===== src/rtl/cpu_pkg.sv =====
package cpu_pkg;

  localparam int word_w     = 16;
  localparam int ram_aw     = 10;
  localparam int page_off_w = 6;                     // 64-word pages
  localparam int page_idx_w = 4;
  localparam int num_pages  = 1 << page_idx_w;
  localparam int lpage_w    = word_w - page_off_w;   // upper bits of a logical address
  localparam int reg_idx_w  = 3;
  localparam int num_regs   = 1 << reg_idx_w;
  localparam int axi_aw     = 8;
  localparam int axi_dw     = 32;

  localparam logic [7:0] op_jmp       = 8'd1;
  localparam logic [7:0] op_ram2reg   = 8'd2;
  localparam logic [7:0] op_reg2ram   = 8'd3;
  localparam logic [7:0] op_num2reg   = 8'd4;
  localparam logic [7:0] op_reg_plus  = 8'd5;
  localparam logic [7:0] op_reg_minus = 8'd6;
  localparam logic [7:0] op_exit      = 8'd17;

  typedef struct packed {
    logic                  used;
    logic [page_idx_w-1:0] next;    // 0 marks the chain end
    logic [lpage_w-1:0]    lpage;
  } page_entry_t;

  localparam logic [axi_aw-1:0] addr_ctrl      = 8'h00;
  localparam logic [axi_aw-1:0] addr_status    = 8'h04;
  localparam logic [axi_aw-1:0] addr_load_addr = 8'h08;
  localparam logic [axi_aw-1:0] addr_load_data = 8'h0C;
  localparam logic [axi_aw-1:0] addr_reg_base  = 8'h20;   // 4 bytes per register

  localparam logic [1:0] resp_okay   = 2'b00;
  localparam logic [1:0] resp_slverr = 2'b10;

endpackage


===== src/rtl/host_regs.sv =====
`timescale 1ns/1ps

module host_regs (
  input  logic                          clka,
  input  logic                          rst,
  input  logic                          awvalid,
  output logic                          awready,
  input  logic [cpu_pkg::axi_aw-1:0]    awaddr,
  input  logic                          wvalid,
  output logic                          wready,
  input  logic [cpu_pkg::axi_dw-1:0]    wdata,
  output logic                          bvalid,
  input  logic                          bready,
  output logic [1:0]                    bresp,
  input  logic                          arvalid,
  output logic                          arready,
  input  logic [cpu_pkg::axi_aw-1:0]    araddr,
  output logic                          rvalid,
  input  logic                          rready,
  output logic [cpu_pkg::axi_dw-1:0]    rdata,
  output logic [1:0]                    rresp,
  output logic                          run,
  input  logic                          halted,
  input  logic                          running,
  input  logic                          fault,
  output logic [cpu_pkg::reg_idx_w-1:0] reg_rd_idx,
  input  logic [cpu_pkg::word_w-1:0]    reg_rd_data,
  output logic                          load_valid,
  output logic [cpu_pkg::ram_aw-1:0]    load_addr,
  output logic [cpu_pkg::word_w-1:0]    load_data
);

  localparam int win_lsb = cpu_pkg::reg_idx_w + 2;   // register window select bits

  logic                       wr_go;
  logic                       rd_go;
  logic                       reg_hit;
  logic [cpu_pkg::ram_aw-1:0] load_ptr;

  assign wr_go      = awvalid && wvalid && !bvalid;   // aw and w taken together
  assign awready    = wr_go;
  assign wready     = wr_go;
  assign bresp      = cpu_pkg::resp_okay;
  assign rd_go      = arvalid && !rvalid;
  assign arready    = rd_go;
  assign reg_rd_idx = araddr[2 +: cpu_pkg::reg_idx_w];
  assign reg_hit    = (araddr[cpu_pkg::axi_aw-1:win_lsb] ==
                       cpu_pkg::addr_reg_base[cpu_pkg::axi_aw-1:win_lsb]) &&
                      (araddr[1:0] == 2'b00);

  always_ff @(posedge clka) begin
    if (!rst) begin
      bvalid     <= 1'b0;
      run        <= 1'b0;
      load_valid <= 1'b0;
      load_ptr   <= '0;
    end else begin
      load_valid <= 1'b0;
      if (bvalid && bready) begin
        bvalid <= 1'b0;
      end
      if (wr_go) begin
        bvalid <= 1'b1;
        case (awaddr)
          cpu_pkg::addr_ctrl: if (wdata[0]) begin
            run <= 1'b1;                                   // one start per reset
          end
          cpu_pkg::addr_load_addr: if (!run) begin
            load_ptr <= wdata[cpu_pkg::ram_aw-1:0];
          end
          cpu_pkg::addr_load_data: if (!run) begin
            load_valid <= 1'b1;
            load_addr  <= load_ptr;
            load_data  <= wdata[cpu_pkg::word_w-1:0];
            load_ptr   <= load_ptr + 1'b1;                 // auto increment
          end
          default: ;
        endcase
      end
    end
  end

  always_ff @(posedge clka) begin
    if (!rst) begin
      rvalid <= 1'b0;
    end else begin
      if (rvalid && rready) begin
        rvalid <= 1'b0;
      end
      if (rd_go) begin
        rvalid <= 1'b1;
        rresp  <= cpu_pkg::resp_okay;
        rdata  <= '0;
        if (reg_hit) begin
          rdata[cpu_pkg::word_w-1:0] <= reg_rd_data;
        end else begin
          case (araddr)
            cpu_pkg::addr_ctrl:      rdata[0] <= run;
            cpu_pkg::addr_status:    rdata[2:0] <= {running, fault, halted};
            cpu_pkg::addr_load_addr: rdata[cpu_pkg::ram_aw-1:0] <= load_ptr;
            cpu_pkg::addr_load_data: ;                     // write only, reads 0
            default:                 rresp <= cpu_pkg::resp_slverr;
          endcase
        end
      end
    end
  end

  a_bvalid_hold: assert property (@(posedge clka) disable iff (!rst)
    bvalid && !bready |=> bvalid)
    else $error("bvalid dropped before bready");

endmodule


===== config.mk =====
export PLATFORM = sky130hd
export DESIGN_NAME = host_regs
export DESIGN_NICKNAME = d
export VERILOG_FILES = /design/src/rtl/cpu_pkg.sv /design/src/rtl/host_regs.sv
export SDC_FILE = /design/constraint.sdc
export NUM_CORES = 1
export LEC_CHECK = 0
export BUFFER_PORTS_ARGS = -buffer_cell sky130_fd_sc_hd__clkbuf_2
export CAP_MARGIN = 20
export CORE_ASPECT_RATIO = 1.2
export CORE_MARGIN = 2
export CORE_UTILIZATION = 40
export DETAILED_ROUTE_END_ITERATION = 10
export HOLD_SLACK_MARGIN = 0.1
export PLACE_DENSITY = 0.78
export SLEW_MARGIN = 30
export SYNTH_ARGS = -nofsm -noshare
export SYNTH_HDL_FRONTEND = slang
export SYNTH_SLANG_ARGS = --single-unit

===== constraint.sdc =====
create_clock -name clka -period 2.3 [get_ports clka]
set_input_delay 0.23 -clock clka [delete_from_list [all_inputs] [get_ports clka]]
set_output_delay 0.23 -clock clka [all_outputs]
set_load 0.01 [all_outputs]

==> results of run 1 <==
==> worst max-delay path: stages, from the launching register on <==
cell and delay [ns]:
dfxtp_1 0.52, ha_1 0.30, nand3_1 0.11, or3_2 0.42, a311oi_1 0.29, a31o_2 0.14
==> logic make-up (layout without fill, tap and decap cells) <==
| family | after synthesis | in the layout | share of synthesized area, % |
|---|---|---|---|
| flip-flops | 57 | 57 | 61.51 |
| other | 1 | 19 | 0.1468 |
| multiplexers | 4 | 4 | 1.616 |
| AO/OA/AOI/OAI | 42 | 42 | 12.05 |
| AND/OR/NAND/NOR | 59 | 59 | 15.23 |
| adder cells (fa/ha/maj) | 1 | 1 | 0.4896 |
| buffers and inverters | 36 | 149 | 8.961 |
==> sequential cells by signal (all words and copies together) (netlist names) <==
register,count
load_ptr,10
rvalid,1
run,1
rresp,1
rdata,16
load_data,16
bvalid,1
load_valid,1
load_addr,10
==> synthesized netlist by cell type, drive strengths merged, types with 2 or more instances <==
master and number:
a21oi 8, a221o 2, a22o 8, a311oi 2, a31o 2, and2 7
and3 5, and4 3, buf 27, clkbuf 3, dfxtp 14, edfxtp 43
inv 6, mux2i 3, nand2 13, nand3 6, nand4 4, nor2 6
nor2b 4, o21a 2, o21ai 8, o22ai 3, or3 2, or4 2
==> path summary, 6_finish.rpt <==
kind	startpoint	endpoint	depth (start not counted)
setup reg to reg	load_ptr[0]	load_ptr[8]	5
hold reg to reg	load_ptr[9]	load_addr[9]	0
setup / recovery	load_ptr[0]	load_ptr[8]	5
hold / removal	wdata[1]	load_data[1]	1
==> per-layer routing <==
metal	GRT usage [%]	vias up	share of wire [%]
met5	0	-	0
met4	9.848	0	2.2
met3	3.280	11	7.0
met2	27.78	90	52
met1	17.61	909	38
li1	-	969	-
==> cells in the final DEF (no fill, tap or decap), types with 5 or more instances in the layout <==
master,count
clkbuf_8,9
o21ai_0,8
conb_1,19
a22o_1,8
dfxtp_1,14
clkbuf_2,110
nand2_1,13
nor2_1,5
dlygate4sd3_1,13
and2_1,7
nand3_1,6
a21oi_1,8
edfxtp_1,43
inv_1,6
==> report_power, final <==
part           leakage [nW]  total, W  internal [W]  switching, W
clock network         0.102  0.000966      0.000601      0.000364
registers             0.497   0.00112       0.00112    0.00000620
logic                 0.909  0.000163     0.0000771     0.0000863
total                  1.51   0.00225       0.00180      0.000457
==> layout make-up <==
class	instances	area, um2	share of cell area, %
Inverter	6	22.52	0.6560
Tap cell	82	102.6	2.988
Clock buffer	11	131.4	3.827
Timing Repair Buffer	127	710.7	20.70
Clock inverter	5	72.57	2.114
Sequential cell	57	1572	45.77
Multi-Input combinational cell	125	822.0	23.94
==> what timing repair did <==
| action | 4_1_cts | 5_1_grt |
|---|---|---|
| hold buffers | 12 | 1 |
| hold endpoints to repair | 12 | 1 |
| setup endpoints to repair | 0 | 0 |
==> metrics by stage <==
stage / utilization, % / total power (W) / worst slack (ns) / hold slack, ns
floorplan: - / 0.001236 / 0.2605 / 0.3289
detailed placement: 50.89 / 0.001291 / 0.4892 / 0.4087
global route: 56.38 / 0.002324 / 0.3875 / 0.1148
CTS: 56.22 / 0.002268 / 0.4969 / 0.1006
global placement: 50.89 / 0.001287 / 0.5462 / 0.4070
finish: 56.38 / 0.002252 / 0.4791 / 0.1109
==> results.md, run 1 <==
- Largest net degree at the start of global routing: 23
- Post-CTS setup buffer count: 0
- Clk slew on worst S/H paths: 0.06 ns
- Register-to-register setup slack: 0.48 ns
- Req. time, crit path: 2.57 ns
- Max-slew violation count: 0
- Critical Path Fanout Max: 8
- Ys Warns: 0
- Post-synthesis cell type count: 46
- Cells after synthesis: 200
- Die X: 76.96 um
- Number of global-route vias before repair: 1854
- Root buffer cell: clkbuf_8
- IO buf count: 110
- Antenna cells: 0
- Fin cells: 413
- Top_reg_cell synth: edfxtp_1
- Max rail drop VDD: 0.0002798 V
- Synthesized cell area: 2555 um2
- Cts repair resizes: 0
- Initial Utilization: 41.96%
- Worst-Skew Late Latency: 0.32 ns
- Chip height: 91.55 um
- Status: finished, final reports clean
- Final setup viols: 0
- Fin Clk Skew: 0.005034 ns
- Tot GR Track Use: 15.93%
- TritonCTS Buffers: 9
- CTS tree: built
- Die footprint: 7045 um2
- Longest Clk Path Bufs: 2
- Crit Path Category: reg2reg
- Placement Rows: 31
- Iteration-0 DRC Markers: 72
- Ports: 146
- Placed cells: 384
- Initial antenna violation count: 0
- Overflow after GRT: 0
- Max_cap viols: 0
- DRC violations left: 0
- Final setup TNS: 0 ns
- Layout cell share with drive strength beyond 1: 42.90%
- Via-to-Cell Ratio: 4.792
- Vias: 1979
- Pre-Repair DR Iteration Count: 4
- First-pass GRT wire length: 8.659 mm
- CTS Sinks: 57
- Nets: 401
- Setup crit end kind: flop
- Pleak: 1.508 nW
- Tcrit/Tclk final: 79.17%
- Post-DP HPWL: 4.261 mm
- EDFF count, synth: 43
- Number of fill cells in the layout: 531
- Post-DP Area: 3099 um2
- Synth top area share: 50.54%
- Final hold vios: 0
- HP Class: in2reg
- Core area: 6090 um2
- Slew at the pin closest to its max-slew limit: 0.7163 ns
- Critical Path Start Type: flop
- Syn Area/Cell: 12.77 um2
- Cell Pwr Density: 656.0 nW/um2
- Layout area overhead: 34.38%
- Peak Freq: 0.5492 GHz
- Placer Congestion: 0.7569
- Flops & latches, synth: 57
- RSZ-0062 raised after global routing: no
- Crit path time final: 1.821 ns
- Total Routed Length: 5.665 mm
- Top post-synthesis cells by area: edfxtp_1, dfxtp_1, buf_4, a22o_1, nand2_1
- Crit path DAT: 2.09 ns
- Cell taking the most area after synthesis: edfxtp_1
- WL/cell: 13.72 um
- Headroom to the max-slew limit: 52.25%
- Sequential area share after synthesis: 61.51%
- Final Cell Area: 3433 um2
- Async SR Flop Fraction: 0%
- Post-DRT Antenna Nets: 0
- H-tree lvl count: 3
Power figures use the tool's default switching activity.
==> run 2, diff against run 1 <==
- PLACE_DENSITY: 0.78 -> 0.81
- clock period: 2.3 -> 1.65 ns (I/O delays scaled with it)
==> run 2 against run 1 <==
Critical path type unchanged; register-to-register slack worse by 0.38 ns; maximum frequency up 18%; combinational power up 56%; clock skew about the same.
==> results.md, run 2 (synthesized netlist as in run 1, its figures left out) <==
- CTS Sinks: 57
- Register-to-register setup slack: 0.10 ns
- Final setup TNS: 0 ns
- Die X: 76.96 um
- Cell Pwr Density: 833.2 nW/um2
- Critical Path Start Type: flop
- HP Class: in2reg
- Reg2reg path depth: 4
- Critical R2R Capture: load_ptr[9]
- Most frequent cells in the layout: clkbuf_2, edfxtp_1, buf_4
- Critical Path Fanout Max: 7
- Crit-path max cell delay: 0.54 ns
- Placer Congestion: 0.7990
- Hold WS: 0.1202 ns
- WL/cell: 13.57 um
- Die footprint: 7045 um2
- Slowest CP cell: or4_4
- Req. time, crit path: 1.90 ns
- Core area: 6090 um2
- CTS tree: built
- DRC violations left: 0
- Overflow after GRT: 0
- Number of buffers and inverters on the critical path: 1
- Launch point of the worst path: load_ptr[7]
- First-pass GRT wire length: 9.135 mm
- Nets: 424
- Final Cell Area: 3632 um2
- Post-CTS setup buffer count: 0
- Placement Rows: 31
- Peak Freq: 0.6461 GHz
- Reg2reg start: load_ptr[7]
- Iteration-0 DRC Markers: 129
- Root buffer cell: clkbuf_8
- Final hold vios: 0
- Post-DP Area: 3264 um2
- Crit Path Category: reg2reg
- Vias: 2142
- Pre-Repair DR Iteration Count: 4
- Longest Clk Path Bufs: 2
- Top Family by Delay on Critical Path: simple AND/OR/NAND/NOR gates
- Number of global-route vias before repair: 2024
- RSZ-0062 raised after global routing: no
- Total Routed Length: 5.917 mm
- Tot GR Track Use: 16.69%
- Total power: 0.003026 W
- Chip height: 91.55 um
- Largest net degree at the start of global routing: 25
- TritonCTS Buffers: 9
- Worst-Skew Late Latency: 0.32 ns
- Antenna cells: 0
- Pleak: 1.616 nW
- Hold_sp: reg_rd_data[10]
- Crit path DAT: 1.79 ns
- Initial antenna violation count: 0
- Max-slew violation count: 0
- Ports: 146
- Layout area overhead: 42.16%
- Clk slew on worst S/H paths: 0.06 ns
- Post-DRT Antenna Nets: 0
- Status: finished, final reports clean
- Setup crit end kind: flop
- CP cell instances: inv_1 -> or4_4 -> o31a_1 -> o211ai_2
- Max rail drop VDD: 0.0003654 V
- Levels on crit path: 4
- Crit path time final: 1.548 ns
- H-tree lvl count: 3
- Max_cap viols: 0
- Initial Utilization: 41.96%
- Layout cell share with drive strength beyond 1: 46.33%
- Via-to-Cell Ratio: 4.913
- IO buf count: 110
- Top flop regs: load_data (16), rdata (16)
- Final setup viols: 0
- Fin util: 59.65%
- Fin Clk Skew: 0.004875 ns
- Tcrit/Tclk final: 93.80%
- Post-DP HPWL: 4.407 mm
- End of the critical path: load_ptr[9]
- Commonest non-fill, non-tap cell in the layout: clkbuf_2
run 2: timing repair:
item	CTS	global route
endpoints found under the setup margin	0	1
resized for setup	0	1
hold buffers	18	0
hold endpoints to repair	18	0
run 2: final cells by class:
| type | count | area, um2 |
|---|---|---|
| inverter | 6 | 22.52 |
| tap | 82 | 102.6 |
| clock inverter | 6 | 58.81 |
| clock buffer | 10 | 127.6 |
| sequential | 57 | 1573 |
| timing repair buffer | 150 | 920.9 |
| multi-input combinational | 125 | 827.0 |
| fill | 495 | 2457 |
run 2: power by group:
part | switching [W] | internal (W)
Combinational | 0.000127 | 0.000127
Clock | 0.000522 | 0.000686
Sequential | 0.00000757 | 0.00156
Total | 0.000657 | 0.00237
run 2: worst min-delay path by stage:
stage | slack, ns | cells past startpoint | to
3_5_place_dp | 0.35 | 1 | load_data[10]
5_1_grt | 0.12 | 2 | rdata[10]
2_1_floorplan | 0.26 | 0 | load_data[0]
4_1_cts | 0.11 | 2 | rdata[10]
6_report | 0.12 | 2 | rdata[10]
3_3_place_gp | 0.34 | 1 | load_data[15]
run 2: worst reg2reg max path, cell delays in order, from the launching register on:
cell      delay [ns]
dfxtp_1         0.44
inv_1           0.09
or4_4           0.54
o31a_1          0.26
o211ai_2        0.15
run 2: per-stage QoR:
| step | instances | worst slack (ns) |
|---|---|---|
| 2_1_floorplan | 218 | 0.08473 |
| 3_3_place_gp | 402 | 0.01793 |
| 3_5_place_dp | 402 | -0.005576 |
| 4_1_cts | 436 | 0.06539 |
| 5_1_grt | 436 | 0.03434 |
| 6_report | 436 | 0.1023 |
run 2: metal layers:
| metal | share of wire [%] | wire length, um | up-vias | global-route usage, % |
|---|---|---|---|---|
| met5 | 0 | 0 | - | 0 |
| met4 | 1.3 | 78 | 0 | 8.182 |
| met3 | 7.5 | 441 | 8 | 3.877 |
| met2 | 52 | 3101 | 112 | 29.82 |
| met1 | 39 | 2295 | 1007 | 18.44 |
| li1 | - | - | 1015 | - |
==> run 3, diff against run 2 <==
- BUFFER_PORTS_ARGS: -buffer_cell sky130_fd_sc_hd__clkbuf_2 -> -buffer_cell sky130_fd_sc_hd__buf_2
- CAP_MARGIN: 20 -> default
- CORE_MARGIN: 2 -> 10
==> run 3 against run 2 <==
Non-clock buffer count up 3; sequential share of layout area decreased by 0.92 points; wire length rose by 23%; clock power grew 31%; combinational power grew 3%; critical path type unchanged.
==> results.md, run 3 (synthesized netlist as in run 1, its figures left out) <==
- Crit path time final: 1.581 ns
- Pre-Repair DR Iteration Count: 4
- Layout area overhead: 45.59%
- Max-slew violation count: 0
- IO buf count: 110
- Setup crit end kind: flop
- Max rail drop VDD: 0.0004715 V
- Chip height: 107.6 um
- Number of global-route vias before repair: 2349
- Top flop regs: load_data (16), rdata (16)
- Vias: 2199
- Reg area: 1577 um2
- Placement Rows: 31
- Root buffer cell: clkbuf_8
- DRC violations left: 0
- Commonest non-fill, non-tap cell in the layout: buf_2
- Antenna cells: 0
- Fin Clk Skew: 0.007812 ns
- Reg2reg path depth: 4
- Post-DRT Antenna Nets: 0
- Critical Path Start Type: flop
- CTS Sinks: 57
- Final hold vios: 0
- Pleak: 1.633 nW
- Total power: 0.003413 W
- Reg2reg start: load_ptr[2]
- Most frequent cells in the layout: buf_2, edfxtp_1, dlygate4sd3_1
- First-pass GRT wire length: 11.09 mm
- CTS tree: built
- Iteration-0 DRC Markers: 190
- Clk slew on worst S/H paths: 0.07 ns
- Overflow after GRT: 0
- Tot GR Track Use: 13.96%
- Final setup viols: 0
- Initial Utilization: 41.69%
- Nets: 427
- Core area: 6128 um2
- Critical R2R Capture: load_ptr[9]
- Req. time, crit path: 1.91 ns
- Initial antenna violation count: 0
- Launch point of the worst path: load_ptr[2]
- Layout cell share with drive strength beyond 1: 46.50%
- H-tree lvl count: 3
- Final Cell Area: 3720 um2
- Multi-input gate area: 833.3 um2
- Ports: 146
- HP Class: in2reg
- Status: finished, final reports clean
- Number of fill cells in the layout: 501
- Total Routed Length: 7.271 mm
- Placer Congestion: 0.7986
- Fin util: 60.70%
- Crit Path Category: reg2reg
- Critical Path Fanout Max: 5
- TritonCTS Buffers: 9
- Max_cap viols: 0
- Post-DP HPWL: 5.546 mm
- Peak Freq: 0.6324 GHz
- Via-to-Cell Ratio: 5.009
- Crit path DAT: 1.84 ns
- Longest Clk Path Bufs: 2
- Tcrit/Tclk final: 95.83%
- Register-to-register setup slack: 0.07 ns
- Largest net degree at the start of global routing: 23
- Die footprint: 9997 um2
- WL/cell: 16.56 um
- Die X: 92.96 um
- End of the critical path: load_ptr[9]
- Worst-Skew Late Latency: 0.33 ns
- Cell Pwr Density: 917.6 nW/um2
- Post-DP Area: 3244 um2
run 3: cell count changes in the layout (fill, tap and decap cells not counted), sizes merged:
cell and change:
buf +109, bufinv +2, clkbuf -109, clkinv -2
clkinvlp -1, dlygate4sd3 +4
run 3: routing by layer:
layer	GRT usage [%]	wire length (um)	part of all wire, %
met2	23.62	3600	50
met5	0	0	0
met3	5.652	659	9.1
met4	7.616	238	3.3
met1	14.42	2772	38
run 3: area by class of cell:
cell class / count / share of cell area, %
multi-input cells: 125 / 22.40
inverters: 6 / 0.6054
clock buffers: 11 / 3.801
repair buffers: 153 / 25.29
flip-flops and latches: 57 / 42.38
clock inverters: 5 / 2.758
well taps: 82 / 2.758
run 3: repair_timing:
item	in CTS	in global routing
endpoints found under the hold margin	21	0
setup buffers	0	0
hold buffers	22	0
setup endpoints to repair	1	1
gates resized for setup	1	3
pin swaps	0	0
run 3: power by group:
| part | internal (W) | leakage (nW) | switching, W | total, W |
|---|---|---|---|---|
| Combinational | 0.000130 | 1.02 | 0.000131 | 0.000261 |
| Sequential | 0.00155 | 0.499 | 0.00000728 | 0.00156 |
| Clock | 0.00104 | 0.120 | 0.000549 | 0.00159 |
| Total | 0.00273 | 1.63 | 0.000687 | 0.00341 |
run 3: how the worst min path moves through the flow:
| stage | cells past startpoint | from | to | slack (ns) |
|---|---|---|---|---|
| global route | 2 | reg_rd_data[14] | rdata[14] | 0.12 |
| global placement | 1 | wdata[10] | load_data[10] | 0.34 |
| floorplan | 0 | wdata[0] | load_data[0] | 0.26 |
| CTS | 2 | reg_rd_data[11] | rdata[11] | 0.11 |
| finish | 2 | reg_rd_data[14] | rdata[14] | 0.12 |
| detailed placement | 1 | wdata[15] | load_data[15] | 0.34 |
run 3: worst max-delay path, cell delays in order, from the launching register on:
cell      delay (ns)
dfxtp_1         0.40
nand3_1         0.21
or4_4           0.48
o31a_1          0.27
o211ai_2        0.15
run 3: per-stage QoR:
| stage | hold WS, ns | setup TNS, ns | std cells | worst slack (ns) |
|---|---|---|---|---|
| after CTS | 0.1059 | 0 | 439 | 0.02106 |
| final | 0.1226 | 0 | 439 | 0.06884 |
| after detailed placement | 0.3447 | -0.04412 | 401 | -0.01879 |
| after global routing | 0.1202 | -0.006026 | 439 | -0.006026 |
| after global placement | 0.3436 | 0 | 401 | 0.003832 |
| after floorplan | 0.2639 | 0 | 218 | 0.08473 |
