$ cat src/rtl/cpu_pkg.sv
package cpu_pkg;

  localparam int word_w     = 16;
  localparam int ram_aw     = 10;
  localparam int page_off_w = 6;                     // 64-word pages
  localparam int page_idx_w = 4;
  localparam int num_pages  = 1 << page_idx_w;
  localparam int lpage_w    = word_w - page_off_w;   // upper bits of a logical address
  localparam int reg_idx_w  = 3;
  localparam int num_regs   = 1 << reg_idx_w;
  localparam int axi_aw     = 8;
  localparam int axi_dw     = 32;

  localparam logic [7:0] op_jmp       = 8'd1;
  localparam logic [7:0] op_ram2reg   = 8'd2;
  localparam logic [7:0] op_reg2ram   = 8'd3;
  localparam logic [7:0] op_num2reg   = 8'd4;
  localparam logic [7:0] op_reg_plus  = 8'd5;
  localparam logic [7:0] op_reg_minus = 8'd6;
  localparam logic [7:0] op_exit      = 8'd17;

  typedef struct packed {
    logic                  used;
    logic [page_idx_w-1:0] next;    // 0 marks the chain end
    logic [lpage_w-1:0]    lpage;
  } page_entry_t;

  localparam logic [axi_aw-1:0] addr_ctrl      = 8'h00;
  localparam logic [axi_aw-1:0] addr_status    = 8'h04;
  localparam logic [axi_aw-1:0] addr_load_addr = 8'h08;
  localparam logic [axi_aw-1:0] addr_load_data = 8'h0C;
  localparam logic [axi_aw-1:0] addr_reg_base  = 8'h20;   // 4 bytes per register

  localparam logic [1:0] resp_okay   = 2'b00;
  localparam logic [1:0] resp_slverr = 2'b10;

endpackage

$ cat src/rtl/mmu_if.sv
`timescale 1ns/1ps

interface mmu_if;

  logic                       req;
  logic                       we;
  logic [cpu_pkg::word_w-1:0] laddr;   // logical word address
  logic [cpu_pkg::word_w-1:0] wdata;
  logic                       ack;     // one-cycle pulse
  logic [cpu_pkg::word_w-1:0] rdata;
  logic                       fault;   // sticky, no free page left

  modport core (
    output req, we, laddr, wdata,
    input  ack, rdata, fault
  );

  modport mmu (
    input  req, we, laddr, wdata,
    output ack, rdata, fault
  );

endinterface

$ cat src/rtl/core_seq.sv
`timescale 1ns/1ps

module core_seq (
  input  logic                          clka,
  input  logic                          rst,
  input  logic                          run,
  output logic                          halted,
  output logic                          running,
  input  logic [cpu_pkg::reg_idx_w-1:0] reg_rd_idx,
  output logic [cpu_pkg::word_w-1:0]    reg_rd_data,
  mmu_if.core                           mem
);

  typedef enum logic [2:0] {
    c_idle, c_fetch0, c_fetch1, c_exec, c_data, c_halt
  } state_t;

  state_t                        state;
  logic [cpu_pkg::word_w-1:0]    pc;
  logic [cpu_pkg::word_w-1:0]    regs [cpu_pkg::num_regs];
  logic [7:0]                    inst_op;
  logic [cpu_pkg::reg_idx_w-1:0] inst_reg;
  logic [cpu_pkg::word_w-1:0]    inst_arg;    // operand word

  assign mem.req     = (state == c_fetch0) || (state == c_fetch1) || (state == c_data);
  assign mem.we      = (state == c_data) && (inst_op == cpu_pkg::op_reg2ram);
  assign mem.wdata   = regs[inst_reg];
  assign halted      = (state == c_halt);
  assign running     = (state != c_idle) && (state != c_halt);
  assign reg_rd_data = regs[reg_rd_idx];

  always_comb begin
    case (state)
      c_fetch1: mem.laddr = pc + 1'b1;
      c_data:   mem.laddr = inst_arg;
      default:  mem.laddr = pc;
    endcase
  end

  always_ff @(posedge clka) begin
    if (!rst) begin
      state <= c_idle;
      pc    <= '0;
      for (int i = 0; i < cpu_pkg::num_regs; i++) begin
        regs[i] <= '0;
      end
    end else begin
      case (state)
        c_idle: if (run) begin
          state <= c_fetch0;
        end
        c_fetch0: begin
          if (mem.fault) begin
            state <= c_halt;
          end else if (mem.ack) begin
            inst_op  <= mem.rdata[cpu_pkg::word_w-1 -: 8];   // opcode in high byte
            inst_reg <= mem.rdata[cpu_pkg::reg_idx_w-1:0];
            state    <= c_fetch1;
          end
        end
        c_fetch1: begin
          if (mem.fault) begin
            state <= c_halt;
          end else if (mem.ack) begin
            inst_arg <= mem.rdata;
            state    <= c_exec;
          end
        end
        c_exec: begin
          pc    <= pc + 16'd2;
          state <= c_fetch0;
          case (inst_op)
            cpu_pkg::op_jmp:       pc <= inst_arg;
            cpu_pkg::op_num2reg:   regs[inst_reg] <= inst_arg;
            cpu_pkg::op_reg_plus:  regs[inst_reg] <= regs[inst_reg] + inst_arg;
            cpu_pkg::op_reg_minus: regs[inst_reg] <= regs[inst_reg] - inst_arg;
            cpu_pkg::op_ram2reg,
            cpu_pkg::op_reg2ram:   state <= c_data;
            cpu_pkg::op_exit:      state <= c_halt;
            default: ;             // no-op
          endcase
        end
        c_data: begin
          if (mem.fault) begin
            state <= c_halt;
          end else if (mem.ack) begin
            if (inst_op == cpu_pkg::op_ram2reg) begin
              regs[inst_reg] <= mem.rdata;
            end
            state <= c_fetch0;
          end
        end
        c_halt:  state <= c_halt;   // left only by reset
        default: state <= c_idle;
      endcase
    end
  end

  a_req_stable: assert property (@(posedge clka) disable iff (!rst)
    mem.req && !mem.ack && !mem.fault |=>
      mem.req && $stable(mem.laddr) && $stable(mem.we) && $stable(mem.wdata))
    else $error("memory request changed before ack");

endmodule

$ cat src/flat_wrapper.sv
// flat-port wrapper written by rule: the top's interface ports become plain ports
module core_seq_flat 
  (clka, rst, run, halted, running, reg_rd_idx, reg_rd_data, mem_req, mem_we, mem_laddr, mem_wdata, mem_ack, mem_rdata, mem_fault);
  mmu_if mem_i ();
  input  logic clka;
  input  logic rst;
  input  logic run;
  output logic halted;
  output logic running;
  input  logic [cpu_pkg::reg_idx_w-1:0] reg_rd_idx;
  output logic [cpu_pkg::word_w-1:0] reg_rd_data;
  output wire logic [$bits(mem_i.req)-1:0] mem_req;
  output wire logic [$bits(mem_i.we)-1:0] mem_we;
  output wire logic [$bits(mem_i.laddr)-1:0] mem_laddr;
  output wire logic [$bits(mem_i.wdata)-1:0] mem_wdata;
  input wire logic [$bits(mem_i.ack)-1:0] mem_ack;
  input wire logic [$bits(mem_i.rdata)-1:0] mem_rdata;
  input wire logic [$bits(mem_i.fault)-1:0] mem_fault;
  assign mem_req = mem_i.req;
  assign mem_we = mem_i.we;
  assign mem_laddr = mem_i.laddr;
  assign mem_wdata = mem_i.wdata;
  assign mem_i.ack = mem_ack;
  assign mem_i.rdata = mem_rdata;
  assign mem_i.fault = mem_fault;
  core_seq u_core (.clka(clka), .rst(rst), .run(run), .halted(halted), .running(running), .reg_rd_idx(reg_rd_idx), .reg_rd_data(reg_rd_data), .mem(mem_i));
endmodule
$ cat config.mk
export PLATFORM = sky130hd
export DESIGN_NAME = core_seq_flat
export DESIGN_NICKNAME = d
export VERILOG_FILES = /design/src/rtl/cpu_pkg.sv /design/src/rtl/mmu_if.sv /design/src/rtl/core_seq.sv /design/src/flat_wrapper.sv
export SDC_FILE = /design/constraint.sdc
export NUM_CORES = 1
export LEC_CHECK = 0
export BUFFER_PORTS_ARGS = -buffer_cell sky130_fd_sc_hd__buf_4
export CAP_MARGIN = 30
export CORE_MARGIN = 2
export CORE_UTILIZATION = 30
export CTS_CLUSTER_SIZE = 10
export DETAILED_ROUTE_END_ITERATION = 6
export HOLD_SLACK_MARGIN = 0.15
export PLACE_DENSITY_LB_ADDON = 0.25
export SYNTH_ARGS = -nofsm -noshare
export SYNTH_HDL_FRONTEND = slang
export SYNTH_SLANG_ARGS = --single-unit
$ cat constraint.sdc
create_clock -name clka -period 6.11 [get_ports clka]
set_input_delay 0.3055 -clock clka [delete_from_list [all_inputs] [get_ports clka]]
set_output_delay 0.3055 -clock clka [all_outputs]
set_load 0.05 [all_outputs]
==> flow_summary.json, run 1 <==
{
  "clock-skew-final_ns": 0.0178,
  "synthXorXnorAreaFrac_pct": 1.49,
  "run_status": "completed",
  "regMostFlops": "u_core.regs",
  "synthAdderAreaFrac_pct": 4.41,
  "synth_cell_types": 78,
  "die_width_um": 197,
  "cts_tree": "done",
  "drt_pass1_iterations": 5,
  "ant_nets": 0,
  "fp.coreArea_um2": 36600,
  "setup_tns_ns": 0,
  "rsz0062_at_grt": "false",
  "syn_area_um2": 11100,
  "grt_max_degree": 33,
  "cts.clk_slew.worst_paths_ns": 0.09,
  "via_count": 8797,
  "power_density_nw_per_um2": 230,
  "drc_errors": 0,
  "grt_antenna_before_repair": 0,
  "max-slew-margin-rel_pct": 28.8,
  "ir_drop_mv": 0.267,
  "io_pins": 76,
  "initial_core_util_pct": 30.4,
  "fmax_mhz": 194,
  "final_layout_size_suffix_gt1_share_pct": 22.7,
  "async_flop_share_pct": 0,
  "period_share_pct": 84.4,
  "end_kind": "flop",
  "gr-total-overflow": 0,
  "fin_crit_ns": 5.16,
  "seq_area_frac_synth_pct": 45.8,
  "fin_nets": 1149,
  "gp_congestion": 0.864,
  "cap_viol_max_count": 0,
  "cts.sinks": 177,
  "max_stage_delay_ns": 0.69,
  "drt_iter0_drc": 770,
  "wl_per_cell_um": 23.2,
  "yosys_warnings": 0,
  "cellLeakagePower_nw": 4.70,
  "largest_reg_flops": 128,
  "clk_path_buf_depth": 2,
  "slowest_stage": "dfxtp_2",
  "finalMaxSlewViolations": 0,
  "wirelength_um": 36400,
  "syn-num-nets": 1080,
  "fin_total_pwr_mw": 2.99,
  "dieArea_um2": 38700,
  "synth_seq_cells": 177,
  "synth_edf_count": 155,
  "track_usage_pct": 18.8,
  "syn_inst": 1018,
  "holdWs_ns": 0.204,
  "synth_compound_area_share_pct": 12.7,
  "setup_viol_count_final": 0,
  "io_buffer_count": 75,
  "yosys_most_used_dff": "edfxtp_1",
  "cp.arrival_ns": 5.34,
  "antennaDiodeCount": 0,
  "synthMuxAreaShare_pct": 17.1,
  "hold_viol": 0,
  "worstMarginPinSlew_ns": 1.06,
  "path_cells": "buf_4 -> mux4_2 -> mux2_2 -> ha_1 -> o21ba_2 -> nor4_1 -> o311ai_0 -> a31oi_1 -> mux2i_1 -> a32oi_1 -> a211oi_2 -> nor2_1",
  "synth_top_family_by_area": "multiplexers",
  "std_cell_rows": 70,
  "grt_pass1_vias": 8476,
  "clk_latency_ns": 0.45,
  "synth_simple_gate_area_share_pct": 15.0,
  "required_ns": 6.29,
  "cts-htree-levels": 4,
  "cts_buffers": 17,
  "hp-class": "in -> reg",
  "hpwl_um": 25100,
  "grt_pass1_wl_um": 53500,
  "die_y_um": 197,
  "vias_per_cell": 5.61,
  "area_growth_pct": 16.6,
  "cts_root_buf": "clkbuf_16",
  "syn_avg_cell_area_um2": 10.9,
  "crit_fanout": 18,
  "path_class": "reg -> reg",
  "top_regs": "u_core.regs x128, u_core.inst_arg x16, u_core.pc x16",
  "cp-start-kind": "flop"
}
==> per-stage QoR <==
step	cell area (µm²)	utilization [%]	worst slack (ns)	std cells
2_1_floorplan	11100	-	1.48	1018
3_3_place_gp	12200	33.3	1.09	1517
3_5_place_dp	12200	33.3	0.983	1519
4_1_cts	13000	35.5	0.946	1568
5_1_grt	13000	35.5	0.600	1568
6_report	13000	35.5	0.952	1568
==> placed cells by master, fill, tap and decap left out, drive strengths merged, types with 33 or more instances in the layout <==
cell / Yosys / layout
nor2: 177 / 177
o21ai: 45 / 45
ha: 36 / 36
inv: 38 / 45
edfxtp: 155 / 155
mux2: 33 / 33
nand2: 72 / 72
a21oi: 56 / 56
mux4: 64 / 64
buf: 16 / 97
==> synth_stat cells (8+ instances only) <==
master,count,area [µm²]
o21ai_0,40,200
nand2_1,66,248
ha_1,36,450
nor4_1,9,56.3
mux4_2,64,1440
dfxtp_1,22,440
a21oi_1,56,280
mux2_2,32,360
nor2_1,177,664
o22ai_1,10,62.6
clkbuf_1,47,176
inv_1,38,143
xnor2_1,15,131
nand4_1,9,56.3
edfxtp_1,155,4650
nor3_1,29,145
nor2b_1,10,62.6
buf_2,8,40.0
nand2b_1,10,62.6
nand3_1,15,75.1
==> final timing paths <==
path	cells after the start	from	to	slack [ns]
worst max-delay path	12	flop	u_core.regs[4][12]$_SDFFCE_PN0P_	0.95
worst min-delay path	3	mem_ack	u_core.state[1]$_SDFFE_PN0P_	0.20
worst max register to register	12	flop	u_core.regs[4][12]$_SDFFCE_PN0P_	0.95
worst min register to register	2	u_core.pc[9]$_SDFFE_PN0P_	u_core.pc[9]$_SDFFE_PN0P_	0.51
==> layout make-up <==
cell class,instances,area (µm²)
inverter,39,146
fill,3701,23600
multi-input combinational,738,5640
sequential,177,5100
tap,468,586
timing repair buffer,114,906
clock inverter,14,174
clock buffer,18,429
==> repair_timing <==
action | CTS | global route
hold buffers | 17 | 0
setup buffers | 0 | 0
gates resized for setup | 0 | 0
endpoints found under the hold margin | 31 | 0
endpoints found under the setup margin | 0 | 0
==> worst max-delay path, delay by kind of cell, from the launching register on <==
family                   cells  cell delay [ns]
AO/OA/AOI/OAI                5             1.79
adder cells (fa/ha/maj)      1             0.37
buffers and inverters        1             0.46
flip-flops                   1             0.69
multiplexers                 3             1.15
AND/OR/NAND/NOR              2             0.38
==> kinds of logic after synthesis <==
kind of cell / after synthesis
compound gates: 211
xor+xnor: 19
fa+ha+maj: 38
buf+inv: 103
flops: 177
mux: 105
simple gates: 365
==> power by group <==
group | total, mW | leakage, nW | internal [mW] | switching, mW
combinational | 0.463 | 2.66 | 0.175 | 0.288
clock | 1.15 | 0.294 | 0.589 | 0.566
sequential | 1.37 | 1.74 | 1.34 | 0.0258
==> layer usage <==
metal  vias up  wire length [µm]  global-route usage [%]
met5         -                 0                       0
li1       3994                 -                       -
met2       299             17400                    31.0
met1      4447             16100                    25.6
met3        57              2140                    2.84
met4         0               838                    5.99
(Power assumes the default switching activity.)
==> run 2, diff against run 1 <==
==> constraint.sdc (replaced) <==
create_clock -name clka -period 4.35 [get_ports clka]
set_input_delay 0.2175 -clock clka [delete_from_list [all_inputs] [get_ports clka]]
set_output_delay 0.2175 -clock clka [all_outputs]
set_load 0.05 [all_outputs]
==> flow_summary.json, run 2 (synthesized netlist as in run 1, its figures left out) <==
{
  "grt_pass1_wl_um": 54600,
  "stdcell_count": 1606,
  "min_from": "mem_ack",
  "worst_path_most_repeated_cell": "buf_4",
  "gr-total-overflow": 0,
  "initial_core_util_pct": 30.4,
  "io_buffer_count": 75,
  "finalInstanceArea_um2": 13300,
  "largest_reg_flops": 128,
  "fin_total_pwr_mw": 4.23,
  "std_cell_rows": 70,
  "via_count": 8948,
  "area_growth_pct": 19.9,
  "cts.clk_slew.worst_paths_ns": 0.07,
  "final_common_cell": "nor2_1",
  "run_status": "completed",
  "power_density_nw_per_um2": 317,
  "seq_power_share_pct": 45.4,
  "ir_drop_mv": 0.312,
  "cts.sinks": 177,
  "comb_power_share_pct": 16.1,
  "end_kind": "flop",
  "crit_fanout": 8,
  "path_cells": "buf_4 -> mux4_2 -> mux2_2 -> ha_1 -> buf_4 -> a21oi_1 -> o22ai_1 -> o21ba_2 -> o21ai_0 -> o41ai_2 -> mux2i_1 -> a211oi_4 -> buf_4 -> nor2_1",
  "worstMarginPinSlew_ns": 1.04,
  "hold_viol": 0,
  "cp.arrival_ns": 4.33,
  "vias_per_cell": 5.57,
  "max-slew-margin-rel_pct": 30.2,
  "top_regs": "u_core.regs x128, u_core.inst_arg x16, u_core.pc x16",
  "setup_tns_ns": 0,
  "period_share_pct": 95.0,
  "path_class": "reg -> reg",
  "holdWs_ns": 0.242,
  "pre_cts_ws_ns": -0.110,
  "setup_ws_ns": 0.216,
  "clkPwrFrac_pct": 38.5,
  "dpl_cell_area_um2": 12500,
  "antennaDiodeCount": 0,
  "track_usage_pct": 19.0,
  "fp.coreArea_um2": 36600,
  "fin_nets": 1187,
  "clk_path_buf_depth": 2,
  "path_delay_family": "compound AO/OA/AOI/OAI gates",
  "required_ns": 4.54,
  "cp_num_buf_inv": 3,
  "cts_tree": "done",
  "final_cell_mix": "176 x nor2_1, 155 x edfxtp_1, 130 x buf_4, 66 x nand2_1, 64 x mux4_2",
  "cap_viol_max_count": 0,
  "grt_pass1_vias": 8751,
  "regMostFlops": "u_core.regs",
  "fin_crit_ns": 4.13,
  "grt_max_degree": 33,
  "p_int_mw": 2.98,
  "die_y_um": 197,
  "fillers": 3641,
  "wl_per_cell_um": 22.8,
  "final_layout_size_suffix_gt1_share_pct": 26.0,
  "drt_iter0_drc": 836,
  "hp-class": "in -> reg",
  "fmax_mhz": 242,
  "switching_share_pct": 29.6,
  "cp-start-kind": "flop",
  "cts_buffers": 17,
  "io_pins": 76,
  "drc_errors": 0,
  "dp.cells": 1553,
  "cellLeakagePower_nw": 4.90,
  "setup_viol_count_final": 0,
  "cts_root_buf": "clkbuf_16",
  "grt_antenna_before_repair": 1,
  "gp_congestion": 0.888,
  "die_width_um": 197,
  "cts-htree-levels": 4,
  "hpwl_um": 25400,
  "clk_latency_ns": 0.45,
  "clock-skew-final_ns": 0.0123,
  "slowest_stage": "mux4_2",
  "finalMaxSlewViolations": 0,
  "power.switching_mw": 1.25,
  "dieArea_um2": 38700,
  "max_stage_delay_ns": 0.49,
  "fin_util_pct": 36.5,
  "drt_pass1_iterations": 5,
  "ant_nets": 0,
  "wirelength_um": 36600
}
-- run 2: area by class of cell --
cell class / instances / area [µm²] / share of cell area [%]
well taps: 468 / 586 / 4.39
clock buffers: 17 / 425 / 3.19
multi-input cells: 738 / 5700 / 42.7
inverters: 39 / 146 / 1.10
repair buffers: 152 / 1200 / 9.02
flip-flops and latches: 177 / 5100 / 38.2
clock inverters: 15 / 190 / 1.42
-- run 2: power groups by stage --
stage               combinational, mW  clock, mW  sequential [mW]
floorplan                       0.453          0             1.94
global placement                0.660          0             1.95
detailed placement              0.660          0             1.96
CTS                             0.677       1.66             1.92
global route                    0.726       1.72             1.93
finish                          0.681       1.63             1.92
-- run 2: final timing paths --
path	end	slack, ns	depth (start not counted)
min	u_core.state[2]$_SDFFE_PN0P_	0.24	4
max	u_core.regs[7][13]$_SDFFCE_PN0P_	0.22	14
min reg2reg	u_core.pc[14]$_SDFFE_PN0P_	0.52	2
max reg2reg	u_core.regs[7][13]$_SDFFCE_PN0P_	0.22	14
-- run 2: per-layer routing --
metal	part of all wire, %	global-route usage, %	wire length [µm]	vias up
li1	-	-	-	4064
met1	43	26.3	15900	4474
met2	47	30.6	17200	369
met3	7.9	3.88	2880	39
met4	1.6	4.93	591	2
met5	0.027	0	10	-
-- run 2: worst reg2reg max path: stages (launching register included) --
cell and delay (ns):
dfxtp_2 0.45, buf_4 0.22, mux4_2 0.50, mux2_2 0.35, ha_1 0.39, buf_4 0.19
a21oi_1 0.23, o22ai_1 0.12, o21ba_2 0.28, o21ai_0 0.23, o41ai_2 0.30, mux2i_1 0.16
a211oi_4 0.22, buf_4 0.19, nor2_1 0.06
-- run 2: timing repair --
action	4_1_cts	5_1_grt
setup endpoints to repair	8	54
setup buffers	0	2
hold buffers	19	0
gates resized for setup	1	10
hold endpoints to repair	34	0
pin swaps	0	3
==> run 3, diff against run 2 <==
--- a/config.mk
+++ b/config.mk
@@ -7,6 +7,7 @@
 export LEC_CHECK = 0
 export BUFFER_PORTS_ARGS = -buffer_cell sky130_fd_sc_hd__buf_4
 export CAP_MARGIN = 30
+export CORE_ASPECT_RATIO = 1.4
 export CORE_MARGIN = 2
 export CORE_UTILIZATION = 30
 export CTS_CLUSTER_SIZE = 10
==> flow_summary.json, run 3 (synthesized netlist as in run 1, its figures left out) <==
{
  "cts_buffers": 17,
  "io_buffer_count": 75,
  "fp.coreArea_um2": 36700,
  "ir_drop_mv": 0.285,
  "final_layout_size_suffix_gt1_share_pct": 25.3,
  "cts-htree-levels": 4,
  "crit_fanout": 8,
  "holdWs_ns": 0.227,
  "die_width_um": 167,
  "clk_latency_ns": 0.45,
  "max-slew-margin-rel_pct": 34.8,
  "slowest_stage": "mux4_2",
  "cp-start-kind": "flop",
  "gr-total-overflow": 0,
  "via_count": 8873,
  "largest_reg_flops": 128,
  "fin_util_pct": 36.3,
  "power_density_nw_per_um2": 307,
  "worstMarginPinSlew_ns": 0.972,
  "hold_viol": 0,
  "end_kind": "flop",
  "io_pins": 76,
  "area_growth_pct": 19.4,
  "grt_antenna_before_repair": 0,
  "path_cells": "mux4_2 -> mux2i_2 -> ha_1 -> inv_1 -> fa_1 -> a21oi_1 -> o2111ai_1 -> a221oi_2 -> buf_4 -> o21bai_1 -> a21oi_1 -> xnor2_1 -> a211oi_2 -> buf_4 -> nor2_1",
  "wl_per_cell_um": 22.9,
  "clock-skew-final_ns": 0.00852,
  "period_share_pct": 94.2,
  "hp-class": "in -> reg",
  "rsz0062_at_grt": "false",
  "cts_tree": "done",
  "fin_crit_ns": 4.10,
  "top_regs": "u_core.regs x128, u_core.inst_arg x16, u_core.pc x16",
  "wirelength_um": 36600,
  "final_cell_mix": "177 x nor2_1, 155 x edfxtp_1, 126 x buf_4, 66 x nand2_1, 64 x mux4_2",
  "max_stage_delay_ns": 0.54,
  "grt_pass1_wl_um": 54800,
  "clk_path_buf_depth": 2,
  "path_class": "reg -> reg",
  "drc_errors": 0,
  "grt_pass1_vias": 8895,
  "ant_nets": 0,
  "drt_pass1_iterations": 5,
  "antennaDiodeCount": 0,
  "dieArea_um2": 38700,
  "cap_viol_max_count": 0,
  "fin_total_pwr_mw": 4.08,
  "final_common_cell": "nor2_1",
  "hpwl_um": 26100,
  "finalMaxSlewViolations": 0,
  "std_cell_rows": 83,
  "track_usage_pct": 18.9,
  "run_status": "completed",
  "cellLeakagePower_nw": 4.88,
  "cp.arrival_ns": 4.29,
  "setup_tns_ns": 0,
  "cp_num_buf_inv": 3,
  "vias_per_cell": 5.54,
  "required_ns": 4.54,
  "initial_core_util_pct": 30.4,
  "fmax_mhz": 244,
  "die_y_um": 232,
  "cts.sinks": 177,
  "cts_root_buf": "clkbuf_16",
  "drt_iter0_drc": 818,
  "fin_nets": 1186,
  "path_delay_family": "compound AO/OA/AOI/OAI gates",
  "setup_viol_count_final": 0,
  "gp_congestion": 0.878,
  "grt_max_degree": 33,
  "regMostFlops": "u_core.regs",
  "cts.clk_slew.worst_paths_ns": 0.07
}
## run 3: cell types whose count changed in the layout (fill, tap and decap cells not counted), sizes merged
cell	change
inv	-3
clkinvlp	+1
buf	-1
clkinv	-1
## run 3: report_power, final
group          total, mW  internal, mW  switching (mW)
Clock               1.48         0.783           0.696
Sequential          1.92          1.89          0.0335
Combinational      0.684         0.270           0.414
## run 3: area by class of cell
class / count / area, µm²
Sequential cell: 177 / 5100
Fill cell: 3597 / 23400
Multi-Input combinational cell: 738 / 5680
Inverter: 39 / 146
Timing Repair Buffer: 151 / 1260
Tap cell: 467 / 584
Clock inverter: 12 / 111
Clock buffer: 17 / 425
## run 3: stage by stage
stage	setup slack [ns]	std cells	instance area [µm²]
2_1_floorplan	0.103	1018	11100
3_3_place_gp	-0.00965	1550	12500
3_5_place_dp	-0.0469	1552	12500
4_1_cts	0.0815	1600	13300
5_1_grt	0.0392	1601	13300
6_report	0.251	1601	13300
## run 3: path summary, 6_finish.rpt
check	endpoint	startpoint	slack (ns)	cells past startpoint
setup / recovery	u_core.regs[6][12]$_SDFFCE_PN0P_	flop	0.25	15
setup reg to reg	u_core.regs[6][12]$_SDFFCE_PN0P_	flop	0.25	15
hold / removal	u_core.state[2]$_SDFFE_PN0P_	mem_ack	0.23	4
hold reg to reg	u_core.pc[9]$_SDFFE_PN0P_	u_core.pc[9]$_SDFFE_PN0P_	0.49	2
## run 3: worst register-to-register path: stages (launching register included)
cell and delay (ns):
dfxtp_4 0.43, mux4_2 0.54, mux2i_2 0.25, ha_1 0.23, inv_1 0.06, fa_1 0.40
a21oi_1 0.26, o2111ai_1 0.26, a221oi_2 0.39, buf_4 0.18, o21bai_1 0.06, a21oi_1 0.20
xnor2_1 0.10, a211oi_2 0.22, buf_4 0.20, nor2_1 0.06
## run 3: repair_timing
| item | 4_1_cts | 5_1_grt |
|---|---|---|
| setup buffers | 0 | 1 |
| hold buffers | 19 | 0 |
| hold endpoints to repair | 35 | 0 |
| pin swaps | 0 | 3 |
| resized for setup | 1 | 8 |
| endpoints found under the setup margin | 8 | 50 |
## run 3: routing by layer
metal,track usage (%),routed length (µm)
met1,22.3,14500
met2,35.2,19600
met3,2.80,1540
met4,6.25,935
met5,0,0
